--- config.mk ---
export PLATFORM = sky130hd
export DESIGN_NAME = mycpu_top
export DESIGN_NICKNAME = d
export VERILOG_FILES = /design/src/mips_pkg.sv /design/src/mycpu_top.sv /design/src/sram_wb_bridge.sv /design/src/mycpu.sv /design/src/datapath.sv /design/src/regfile.sv
export SDC_FILE = /design/constraint.sdc
export NUM_CORES = 2
export LEC_CHECK = 0
export ABC_AREA = 1
export ABC_CLOCK_PERIOD_IN_PS = 7750
export BUFFER_PORTS_ARGS = -buffer_cell sky130_fd_sc_hd__clkbuf_2
export CORE_ASPECT_RATIO = 0.8
export CORE_UTILIZATION = 29
export DETAILED_ROUTE_END_ITERATION = 12
export PLACE_DENSITY = 0.44
export REMOVE_ABC_BUFFERS = 1
export SLEW_MARGIN = 30
export SYNTH_ARGS = -nofsm -noshare
export SYNTH_HDL_FRONTEND = slang
export SYNTH_SLANG_ARGS = --single-unit
--- constraint.sdc ---
create_clock -name clk -period 7.75 [get_ports clk]
set_input_delay 1.55 -clock clk [delete_from_list [all_inputs] [get_ports clk]]
set_output_delay 1.55 -clock clk [all_outputs]
set_load 0.01 [all_outputs]
--- src/mips_pkg.sv ---
package mips_pkg;

    typedef logic [31:0] word_t;
    typedef logic [4:0]  creg_addr_t;
    typedef logic [3:0]  rwen_t;       // one bit per byte lane

    // major opcodes
    typedef enum logic [5:0] {
        OP_RTYPE = 6'h00,
        OP_J     = 6'h02,
        OP_BEQ   = 6'h04,
        OP_BNE   = 6'h05,
        OP_ADDIU = 6'h09,
        OP_ORI   = 6'h0d,
        OP_LUI   = 6'h0f,
        OP_LW    = 6'h23,
        OP_SW    = 6'h2b
    } opcode_t;

    // r-type function field
    typedef enum logic [5:0] {
        FN_ADDU = 6'h21,
        FN_SUBU = 6'h23,
        FN_AND  = 6'h24,
        FN_OR   = 6'h25,
        FN_SLT  = 6'h2a
    } funct_t;

    typedef enum logic [2:0] {
        FETCH,
        WAIT_I,
        EXEC,
        MEM,
        WAIT_D,
        WB
    } core_state_t;

    localparam word_t RESET_PC = 32'hbfc0_0000;  // kseg1 boot vector

endpackage
--- src/mycpu_top.sv ---
`timescale 1ns/1ps

module mycpu_top import mips_pkg::*; #(
    parameter word_t RESET_PC = mips_pkg::RESET_PC
) (
    input  logic       clk,
    input  logic       reset,

    output logic       wb_cyc,
    output logic       wb_stb,
    output logic       wb_we,
    output word_t      wb_adr,
    output word_t      wb_wdata,
    output logic [3:0] wb_sel,
    input  word_t      wb_rdata,
    input  logic       wb_ack,

    output word_t      debug_wb_pc,
    output rwen_t      debug_wb_rf_wen,
    output creg_addr_t debug_wb_rf_wnum,
    output word_t      debug_wb_rf_wdata
);
    logic  inst_req;
    logic  data_req;
    logic  data_wr;
    word_t inst_addr;
    word_t data_addr;
    word_t data_wdata;
    word_t inst_rdata;
    word_t data_rdata;
    logic  inst_addr_ok;
    logic  data_addr_ok;
    logic  inst_data_ok;
    logic  data_data_ok;

    mycpu #(
        .RESET_PC (RESET_PC)
    ) u_mycpu (
        .clk, .reset,
        .inst_req, .inst_addr, .inst_rdata, .inst_addr_ok, .inst_data_ok,
        .data_req, .data_wr, .data_addr, .data_wdata, .data_rdata,
        .data_addr_ok, .data_data_ok,
        .debug_wb_pc, .debug_wb_rf_wen, .debug_wb_rf_wnum, .debug_wb_rf_wdata
    );

    sram_wb_bridge u_bridge (
        .clk, .reset,
        .inst_req, .inst_addr, .inst_rdata, .inst_addr_ok, .inst_data_ok,
        .data_req, .data_wr, .data_addr, .data_wdata, .data_rdata,
        .data_addr_ok, .data_data_ok,
        .wb_cyc, .wb_stb, .wb_we, .wb_adr, .wb_wdata, .wb_sel, .wb_rdata, .wb_ack
    );

endmodule

--- src/sram_wb_bridge.sv ---
`timescale 1ns/1ps

module sram_wb_bridge import mips_pkg::*; (
    input  logic  clk,
    input  logic  reset,

    input  logic  inst_req,
    input  word_t inst_addr,
    output word_t inst_rdata,
    output logic  inst_addr_ok,
    output logic  inst_data_ok,

    input  logic  data_req,
    input  logic  data_wr,
    input  word_t data_addr,
    input  word_t data_wdata,
    output word_t data_rdata,
    output logic  data_addr_ok,
    output logic  data_data_ok,

    output logic  wb_cyc,
    output logic  wb_stb,
    output logic  wb_we,
    output word_t wb_adr,
    output word_t wb_wdata,
    output logic [3:0] wb_sel,
    input  word_t wb_rdata,
    input  logic  wb_ack
);
    typedef enum logic [1:0] {
        IDLE,
        BUS,
        DONE
    } bus_state_t;

    bus_state_t state;
    logic       owner_d;    // current cycle belongs to the data port
    logic       addr_ok_q;  // high in the first bus cycle
    logic       we_q;
    word_t      adr_q;
    word_t      wdata_q;
    word_t      rdata_q;

    always_ff @(posedge clk) begin
        if (reset) begin
            state     <= IDLE;
            owner_d   <= 1'b0;
            addr_ok_q <= 1'b0;
        end else begin
            addr_ok_q <= 1'b0;
            case (state)
                IDLE: begin
                    if (data_req || inst_req) begin
                        owner_d   <= data_req;  // data wins
                        addr_ok_q <= 1'b1;
                        state     <= BUS;
                    end
                end
                BUS: begin
                    if (wb_ack) begin
                        state <= DONE;
                    end
                end
                DONE:    state <= IDLE;
                default: state <= IDLE;
            endcase
        end
    end

    // request fields sampled while idle, held for the whole bus cycle
    always_ff @(posedge clk) begin
        if (state == IDLE) begin
            adr_q   <= data_req ? data_addr : inst_addr;
            we_q    <= data_req && data_wr;
            wdata_q <= data_wdata;
        end
        if (state == BUS && wb_ack) begin
            rdata_q <= wb_rdata;
        end
    end

    assign wb_cyc   = (state == BUS);
    assign wb_stb   = (state == BUS);
    assign wb_we    = we_q;
    assign wb_adr   = adr_q;
    assign wb_wdata = wdata_q;
    assign wb_sel   = 4'hf;  // word accesses only

    assign inst_addr_ok = addr_ok_q && !owner_d;
    assign data_addr_ok = addr_ok_q && owner_d;
    assign inst_data_ok = (state == DONE) && !owner_d;
    assign data_data_ok = (state == DONE) && owner_d;
    assign inst_rdata   = rdata_q;
    assign data_rdata   = rdata_q;

endmodule

--- src/mycpu.sv ---
`timescale 1ns/1ps

module mycpu import mips_pkg::*; #(
    parameter word_t RESET_PC = mips_pkg::RESET_PC
) (
    input  logic       clk,
    input  logic       reset,

    output logic       inst_req,
    output word_t      inst_addr,
    input  word_t      inst_rdata,
    input  logic       inst_addr_ok,
    input  logic       inst_data_ok,

    output logic       data_req,
    output logic       data_wr,
    output word_t      data_addr,
    output word_t      data_wdata,
    input  word_t      data_rdata,
    input  logic       data_addr_ok,
    input  logic       data_data_ok,

    output word_t      debug_wb_pc,
    output rwen_t      debug_wb_rf_wen,
    output creg_addr_t debug_wb_rf_wnum,
    output word_t      debug_wb_rf_wdata
);
    word_t      pc;
    word_t      mem_addr;
    word_t      mem_wd;
    word_t      rf_wd;
    creg_addr_t rf_waddr;
    logic       fetch_req;
    logic       fetch_done;
    logic       mem_ren;
    logic       mem_wen;
    logic       mem_done;
    logic       rf_wen;
    logic       inst_wait;  // address taken, data pending
    logic       data_wait;

    // kseg0/kseg1 are unmapped, just strip the segment bits
    function automatic word_t seg_map(input word_t va);
        case (va[31:28])
            4'h8, 4'h9, 4'ha, 4'hb: seg_map = {3'b000, va[28:0]};
            default:                seg_map = va;
        endcase
    endfunction

    datapath #(
        .RESET_PC (RESET_PC)
    ) u_datapath (
        .clk        (clk),
        .reset      (reset),
        .pc         (pc),
        .fetch_req  (fetch_req),
        .instr      (inst_rdata),
        .fetch_done (fetch_done),
        .mem_ren    (mem_ren),
        .mem_wen    (mem_wen),
        .mem_addr   (mem_addr),
        .mem_wd     (mem_wd),
        .mem_rd     (data_rdata),
        .mem_done   (mem_done),
        .rf_wen     (rf_wen),
        .rf_waddr   (rf_waddr),
        .rf_wd      (rf_wd),
        .wb_pc      (debug_wb_pc)
    );

    always_ff @(posedge clk) begin
        if (reset) begin
            inst_req  <= 1'b0;
            inst_wait <= 1'b0;
        end else begin
            if (fetch_req) begin
                inst_req <= 1'b1;
            end else if (inst_addr_ok) begin
                inst_req <= 1'b0;
            end
            if (inst_req && inst_addr_ok) begin
                inst_wait <= 1'b1;
            end else if (inst_data_ok) begin
                inst_wait <= 1'b0;
            end
        end
    end

    always_ff @(posedge clk) begin
        if (reset) begin
            data_req  <= 1'b0;
            data_wr   <= 1'b0;
            data_wait <= 1'b0;
        end else begin
            if (mem_ren || mem_wen) begin
                data_req <= 1'b1;
                data_wr  <= mem_wen;
            end else if (data_addr_ok) begin
                data_req <= 1'b0;
            end
            if (data_req && data_addr_ok) begin
                data_wait <= 1'b1;
            end else if (data_data_ok) begin
                data_wait <= 1'b0;
            end
        end
    end

    assign fetch_done = inst_wait && inst_data_ok;
    assign mem_done   = data_wait && data_data_ok;

    assign inst_addr  = seg_map(pc);
    assign data_addr  = seg_map(mem_addr);
    assign data_wdata = mem_wd;

    assign debug_wb_rf_wen   = {4{rf_wen && (rf_waddr != '0)}};
    assign debug_wb_rf_wnum  = rf_waddr;
    assign debug_wb_rf_wdata = rf_wd;

endmodule

--- src/datapath.sv ---
`timescale 1ns/1ps

module datapath import mips_pkg::*; #(
    parameter word_t RESET_PC = mips_pkg::RESET_PC
) (
    input  logic       clk,
    input  logic       reset,
    output word_t      pc,
    output logic       fetch_req,
    input  word_t      instr,
    input  logic       fetch_done,
    output logic       mem_ren,
    output logic       mem_wen,
    output word_t      mem_addr,
    output word_t      mem_wd,
    input  word_t      mem_rd,
    input  logic       mem_done,
    output logic       rf_wen,
    output creg_addr_t rf_waddr,
    output word_t      rf_wd,
    output word_t      wb_pc
);
    core_state_t state;
    word_t       ir;

    // values held from EXEC to WB
    word_t alu_q;
    word_t store_q;
    word_t load_q;
    word_t npc_q;

    opcode_t    op;
    funct_t     fn;
    creg_addr_t rs;
    creg_addr_t rt;
    creg_addr_t rd;
    word_t      imm_se;
    word_t      imm_ze;
    word_t      rs_val;
    word_t      rt_val;
    word_t      alu_res;
    word_t      pc_plus4;
    word_t      br_target;
    word_t      j_target;
    word_t      npc;
    logic       wr_en;
    logic       is_load;
    logic       is_store;

    assign op     = opcode_t'(ir[31:26]);
    assign fn     = funct_t'(ir[5:0]);
    assign rs     = ir[25:21];
    assign rt     = ir[20:16];
    assign rd     = ir[15:11];
    assign imm_se = {{16{ir[15]}}, ir[15:0]};
    assign imm_ze = {16'h0, ir[15:0]};

    assign is_load  = (op == OP_LW);
    assign is_store = (op == OP_SW);

    regfile u_regfile (
        .clk   (clk),
        .reset (reset),
        .ra1   (rs),
        .ra2   (rt),
        .wen   (rf_wen),
        .wa    (rf_waddr),
        .wd    (rf_wd),
        .rd1   (rs_val),
        .rd2   (rt_val)
    );

    // alu and write decode
    always_comb begin
        alu_res = '0;
        wr_en   = 1'b0;
        case (op)
            OP_RTYPE: begin
                wr_en = 1'b1;
                case (fn)
                    FN_ADDU: alu_res = rs_val + rt_val;
                    FN_SUBU: alu_res = rs_val - rt_val;
                    FN_AND:  alu_res = rs_val & rt_val;
                    FN_OR:   alu_res = rs_val | rt_val;
                    FN_SLT:  alu_res = {31'h0, $signed(rs_val) < $signed(rt_val)};
                    default: wr_en = 1'b0;  // nop and anything unsupported
                endcase
            end
            OP_ADDIU, OP_LW: begin
                alu_res = rs_val + imm_se;
                wr_en   = 1'b1;
            end
            OP_SW:  alu_res = rs_val + imm_se;  // address only
            OP_ORI: begin
                alu_res = rs_val | imm_ze;
                wr_en   = 1'b1;
            end
            OP_LUI: begin
                alu_res = {ir[15:0], 16'h0};
                wr_en   = 1'b1;
            end
            default: ;
        endcase
    end

    assign pc_plus4  = pc + 32'd4;
    assign br_target = pc_plus4 + {imm_se[29:0], 2'b00};
    assign j_target  = {pc[31:28], ir[25:0], 2'b00};

    always_comb begin
        case (op)
            OP_BEQ:  npc = (rs_val == rt_val) ? br_target : pc_plus4;
            OP_BNE:  npc = (rs_val != rt_val) ? br_target : pc_plus4;
            OP_J:    npc = j_target;
            default: npc = pc_plus4;
        endcase
    end

    always_ff @(posedge clk) begin
        if (reset) begin
            state <= FETCH;
            pc    <= RESET_PC;
            ir    <= '0;  // decodes as nop
            wb_pc <= '0;
        end else begin
            case (state)
                FETCH:  state <= WAIT_I;
                WAIT_I: begin
                    if (fetch_done) begin
                        ir    <= instr;
                        state <= EXEC;
                    end
                end
                EXEC: begin
                    wb_pc <= pc;
                    state <= (is_load || is_store) ? MEM : WB;
                end
                MEM:    state <= WAIT_D;
                WAIT_D: begin
                    if (mem_done) begin
                        state <= WB;
                    end
                end
                WB: begin
                    pc    <= npc_q;
                    state <= FETCH;
                end
                default: state <= FETCH;
            endcase
        end
    end

    always_ff @(posedge clk) begin
        if (state == EXEC) begin
            alu_q   <= alu_res;
            store_q <= rt_val;
            npc_q   <= npc;
        end
        if (state == WAIT_D && mem_done) begin
            load_q <= mem_rd;
        end
    end

    assign fetch_req = (state == FETCH);
    assign mem_ren   = (state == MEM) && is_load;
    assign mem_wen   = (state == MEM) && is_store;
    assign mem_addr  = alu_q;
    assign mem_wd    = store_q;

    // rd for r-type, rt otherwise
    assign rf_waddr = (op == OP_RTYPE) ? rd : rt;
    assign rf_wen   = (state == WB) && wr_en;
    assign rf_wd    = is_load ? load_q : alu_q;

endmodule

--- src/regfile.sv ---
`timescale 1ns/1ps

module regfile import mips_pkg::*; (
    input  logic       clk,
    input  logic       reset,
    input  creg_addr_t ra1,
    input  creg_addr_t ra2,
    input  logic       wen,
    input  creg_addr_t wa,
    input  word_t      wd,
    output word_t      rd1,
    output word_t      rd2
);
    word_t regs [31:0];

    always_ff @(posedge clk) begin
        if (reset) begin
            for (int i = 0; i < 32; i++) begin
                regs[i] <= '0;
            end
        end else if (wen && (wa != '0)) begin
            regs[wa] <= wd;
        end
    end

    // r0 reads as zero
    assign rd1 = (ra1 == '0) ? '0 : regs[ra1];
    assign rd2 = (ra2 == '0) ? '0 : regs[ra2];

endmodule

* Word-level counts from Yosys, hierarchy flattened
Memory sizes are Yosys's and may differ from the RTL's. A register that Yosys moved wholly into a read port is not among the register bits.
Index checks and enable logic that the tools add are counted.
** Storage, ports and cells
- Logic and storage cells :: 147
- Register bits after elaboration :: 333
- Memories :: 1
- RAM bits :: 1024
** Memories
- u_mycpu.u_datapath.u_regfile.regs :: words 32, bits a word 32, rd ports 2, clocked after memory_dff 2, write ports 32, line regfile.sv:14 : word_t regs [31:0];
** Cells by class
- Order comparisons :: 1
- Equal/unequal tests :: 34
- Multiplexer cells :: 42
- Add/sub/neg operators :: 5
- Bitwise operators :: 4
- Reduce and logical (&&, ||, !) cells :: 40
** Operators with widths (number)
- $mux W32 :: 9
- $pmux W32 S5 :: 1
- $pmux W32 S4 :: 1
- $add A32 B32 Y32 :: 3
- $pmux W32 S3 :: 1
- $eq A6 B6 Y1 const B :: 7
- $add A32 B3 Y32 const B :: 1
- $and A32 B32 Y32 :: 1
- $eq A32 B32 Y1 :: 1
- $eq A4 B4 Y1 const B :: 8
- $lt A32 B32 Y1 :: 1
- $ne A32 B32 Y1 :: 1
- $or A32 B16 Y32 :: 1
- $or A32 B32 Y32 :: 1
- $reduce_or A32 Y1 :: 1
- $sub A32 B32 Y32 :: 1
- $mux W5 :: 6
- $eq A6 B4 Y1 const B :: 3
- $mux W1 :: 16
- $logic_and A1 B1 Y1 :: 15
- $pmux W3 S5 :: 1
- $eq A6 B3 Y1 const B :: 2
- $reduce_or A4 Y1 :: 3
- $logic_not A5 Y1 :: 2
- 24 further kinds :: 39

* Logic depth before layout (Yosys ltp)
- Depth after elaboration :: 11
- Depth in mapped cells :: 29

* Modules after synthesis
A second synthesis with hierarchy kept.
** Second synthesis, totals
- Cells, all modules :: 10577
- Area, all modules :: 81056.5 sq um
** Modules (own cells, without submodules)
- regfile :: instances 1, sequential area each 30749.5 sq um, area each 56526.7 sq um, cells an instance 7252
- datapath :: instances 1, sequential area each 5825.6 sq um, area each 20398.3 sq um, cells an instance 3010
- sram_wb_bridge :: instances 1, sequential area each 2992.9 sq um, area each 3851.2 sq um, cells an instance 269
- mycpu :: instances 1, sequential area each 100.1 sq um, area each 280.3 sq um, cells an instance 46

* Worst setup path after synthesis
OpenSTA, ideal clock, no wires.
- Path type :: flip-flop to flip-flop
- From :: register u_mycpu.u_datapath.state[1]
- To :: register u_mycpu.u_datapath.alu_q[0], in the netlist u_mycpu.u_datapath.mem_addr[0] (enable)
- Data arrival time :: 3.778 ns
- Stages on the path, launching flop included :: 5
- Path slack :: 3.475 ns
- Data required time :: 7.252 ns
- Buffers on the path :: 2
- Cell sequence :: dfxtp_1 inv_1 nor3_1 clkbuf_1 clkbuf_1
** Between the ends
- Cells in the longest elaborated chain, start to end :: 1
** RTL lines
- from (decl) :: line datapath.sv:23 : core_state_t state;
- from (signal assigned) :: line datapath.sv:136 : state <= (is_load || is_store) ? MEM : WB;
- $eq A3 B2 Y1 :: line datapath.sv:154 : if (state == EXEC) begin
- to (signal assigned) :: line datapath.sv:155 : alu_q <= alu_res;
- to (decl) :: line datapath.sv:27 : word_t alu_q;
Every way passes these cells.
A chain may end at the register's enable or synchronous reset.

==> results_dict.tcl <==
set metrics [dict create \
    status "completed" \
    grt_pass1_wl_um 532400 \
    syn_inst 9200 \
    yosys.cell_types.count 43 \
    dieHeight_um 462.8 \
    layout_min_cycle_time_ns 6.718 \
    layout.cells.non_filler 12742 \
    antenna_found_initial 16 \
    required_ns 8.30 \
    p_int_mw 13.38 \
    worstPathArrival_ns 7.26 \
    path_cells "buf_4, buf_4, nand2_1, nand3_1, nand2_1, a21oi_1, o21ai_0, o211ai_1, nand3_1, inv_1, ha_1, a21oi_1, o21ai_0, inv_1, nand2_1, a21oi_1, nand3_1, nand3_1, nand3_1, nand2_1, nand3_1" \
    rsz0062_at_grt "no" \
    path_clk_slew_ns 0.06 \
    drive_gt1_frac 0.09123 \
    leakagePower_nw 34.57 \
    postCtsHoldBufs 0 \
    endpoint_kind "register" \
    finalHoldViolations 0 \
    initial_core_util 0.2927 \
    cp_max_fo 57 \
    syn_to_final_growth_pct 13.99 \
    final_core_util 0.3337 \
    vias 72771 \
    tightest_slew_ns 1.094 \
    grt_pass1_vias 67320 \
    place_ws_ns 1.208 \
    p_sw_frac 0.2796 \
    seqPwrFrac 0.475 \
    worstSkewPairLatency_ns 0.88 \
    synth_area_per_cell_um2 8.366 \
    cts_setup_buffers 0 \
    min_period_over_period 0.8669 \
    yosysWarnings 0 \
    drtIter0Drc 10073 \
    cts_made_buffers 168 \
    netlist_area_um2 76970 \
    drc_errors 0 \
    synth_area_leader_cell "edfxtp_1" \
    drv_slew 0 \
    cap_violations 0 \
    r2r_end "u_mycpu.u_datapath.mem_addr[26]" \
    gr-total-overflow 0 \
    cp_slowest_cell "buf_4" \
    r2r_setup_slack_ns 1.03 \
    powerDensity_nw_per_um2 211.7 \
    viasPerCell 5.711 \
    endpoint "u_mycpu.u_datapath.mem_addr[26]" \
    fin_setup_tns_ns 0 \
    finClkSkew_ns 0.1142 \
    ant_nets 0 \
    first_pass_iters 6 \
    totalWireLength_um 386700 \
    placedCellCount 12439 \
    core_area_um2 263000 \
    cts-htree-levels 4 \
    place_congestion 0.9530 \
    r2r_cells 21 \
    ys_ff_latch 1367 \
    cts_max_path_buffers 4 \
    critPathLaunchType "register" \
    ys_async_sr_fraction 0 \
    wl_per_cell_um 30.35 \
    synth-edff-count 1249 \
    setup_ws_ns 1.032 \
    critPathKind "register to register" \
    hpwl_um 253200 \
    portBuffers 174 \
    ir_worst_vdd_mv 0.1556 \
    grt_max_degree 144 \
    ys_top_cells_by_count "nor2_1 (2206), edfxtp_1 (1249), nand2_1 (1223), o21ai_0 (1180), nand3_1 (626)" \
    cts_tree "done" \
    top_level_ports 179 \
    die_area_um2 267500 \
    whs_ns 0.3498 \
    root_buffer "clkbuf_16" \
    cts_resized 0 \
    p_comb_frac 0.109 \
    timing.fmax_mhz 148.8 \
    cts.sinks 1367 \
    p_sw_mw 5.195 \
    hold_path.class "register to register" \
    ys_seq_area_frac 0.5180 \
    globalRouteTotalUtil 0.2789 \
    yosysTopAreaCellShare 0.4873 \
    synthFlopType "edfxtp_1" \
    p_clk_frac 0.416 \
    slew_headroom 0.2705 \
    nNetsFinal 9338 \
    worst_path_largest_cell_delay_ns 0.69 \
    crit_top_cell "nand3_1" \
    die_x_um 578.0 \
    synth.most_common_cell "nor2_1" \
    synth_area_leaders "edfxtp_1 (49%), nor2_1 (11%), o21ai_0 (7.7%)" \
    setup_viol 0 \
    rows 168 \
]
==> worst min path at each step <==
stage	start	endpoint	slack, ns	depth (start not counted)
after floorplan	u_mycpu.u_datapath.mem_wd[0]	u_bridge.wb_wdata[0]	0.40	0
after global placement	u_mycpu.u_datapath.mem_wd[7]	u_bridge.wb_wdata[7]	0.40	0
after detailed placement	u_mycpu.u_datapath.mem_wd[10]	u_bridge.wb_wdata[10]	0.40	0
after CTS	u_mycpu.u_datapath.mem_wd[12]	u_bridge.wb_wdata[12]	0.36	0
after global routing	u_mycpu.u_datapath.mem_wd[12]	u_bridge.wb_wdata[12]	0.37	0
final	u_mycpu.u_datapath.mem_wd[12]	u_bridge.wb_wdata[12]	0.35	0
==> power groups by stage <==
stage | Clock [mW] | Combinational [mW] | Sequential [mW]
finish | 7.74 | 2.03 | 8.82
global route | 8.11 | 2.16 | 8.86
CTS | 7.85 | 2.02 | 8.81
detailed placement | 0 | 2.02 | 8.96
global placement | 0 | 2.01 | 8.96
floorplan | 0 | 0.872 | 8.98
==> cells in the final DEF (no fill, tap or decap), types with 46 or more instances in the layout <==
master	Yosys	final
ha_1	173	173
nand2_1	1223	1186
nor2_1	2206	2201
o21ai_0	1180	1179
edfxtp_1	1249	1249
clkbuf_2	0	173
clkbuf_16	0	172
nand3_1	626	600
buf_4	10	246
clkinv_1	8	46
dfxtp_1	118	107
inv_1	491	485
a21oi_1	305	305
o22ai_1	107	107
o211ai_1	99	99
o221ai_1	324	324
==> per-stage QoR <==
stage / area, um2 / power [mW]
2_1_floorplan: 74220 / 9.849
3_3_place_gp: 82420 / 10.98
3_5_place_dp: 82550 / 10.98
4_1_cts: 87680 / 18.69
5_1_grt: 87730 / 19.13
6_report: 87740 / 18.58
==> metal layers <==
metal,track usage,vias up,share of wire
li1,-,31735,-
met1,0.3967,35993,0.44
met2,0.4082,4329,0.42
met3,0.05832,706,0.10
met4,0.1143,8,0.046
met5,0,-,0.00014
==> layout make-up <==
cell class              count  area (um2)
inverters                 503        1937
diodes                      6       15.01
clock inverters            88       680.7
multi-input cells        6639       33110
fillers                 27161      175200
well taps                3485        4360
repair buffers            447        3272
clock buffers             207        4456
flip-flops and latches   1367       39900
==> state kept, by name (all words and copies together), names as in the netlist, named ones only <==
signal,flops
u_bridge.wb_wdata,32
u_mycpu.u_datapath.ir,32
u_mycpu.data_wait,1
u_mycpu.u_datapath.mem_wd,32
u_bridge.owner_d,1
u_mycpu.u_datapath.load_q,32
u_mycpu.inst_wait,1
u_bridge.data_rdata,32
u_bridge.state,2
u_bridge.wb_adr,32
u_mycpu.u_datapath.npc_q,32
u_mycpu.u_datapath.u_regfile.regs,1024
u_mycpu.u_datapath.wb_pc,32
u_bridge.addr_ok_q,1
u_mycpu.inst_req,1
u_mycpu.data_wr,1
u_mycpu.data_req,1
u_bridge.wb_we,1
u_mycpu.u_datapath.state,3
u_mycpu.u_datapath.pc,32
u_mycpu.u_datapath.mem_addr,32
==> critical path, delay by kind of cell, from the launching register on <==
kind                       cells  cell delay [ns]
adders and majority gates      1             0.45
and+or+nand+nor               10             1.56
buffers and inverters          4             1.87
AOI/OAI and AO/OA              6             1.72
DFF                            1             0.61
==> cell families after synthesis <==
logic type,count (synthesis),share of synthesized area
AOI/OAI and AO/OA,2166,0.1652
DFF,1367,0.5180
and+or+nand+nor,4218,0.2209
other,2,0.00009757
adders and majority gates,177,0.02916
buffers and inverters,1228,0.06195
xor gates and xnor gates,42,0.004779
Note: power is estimated with default switching activity, not from simulation.
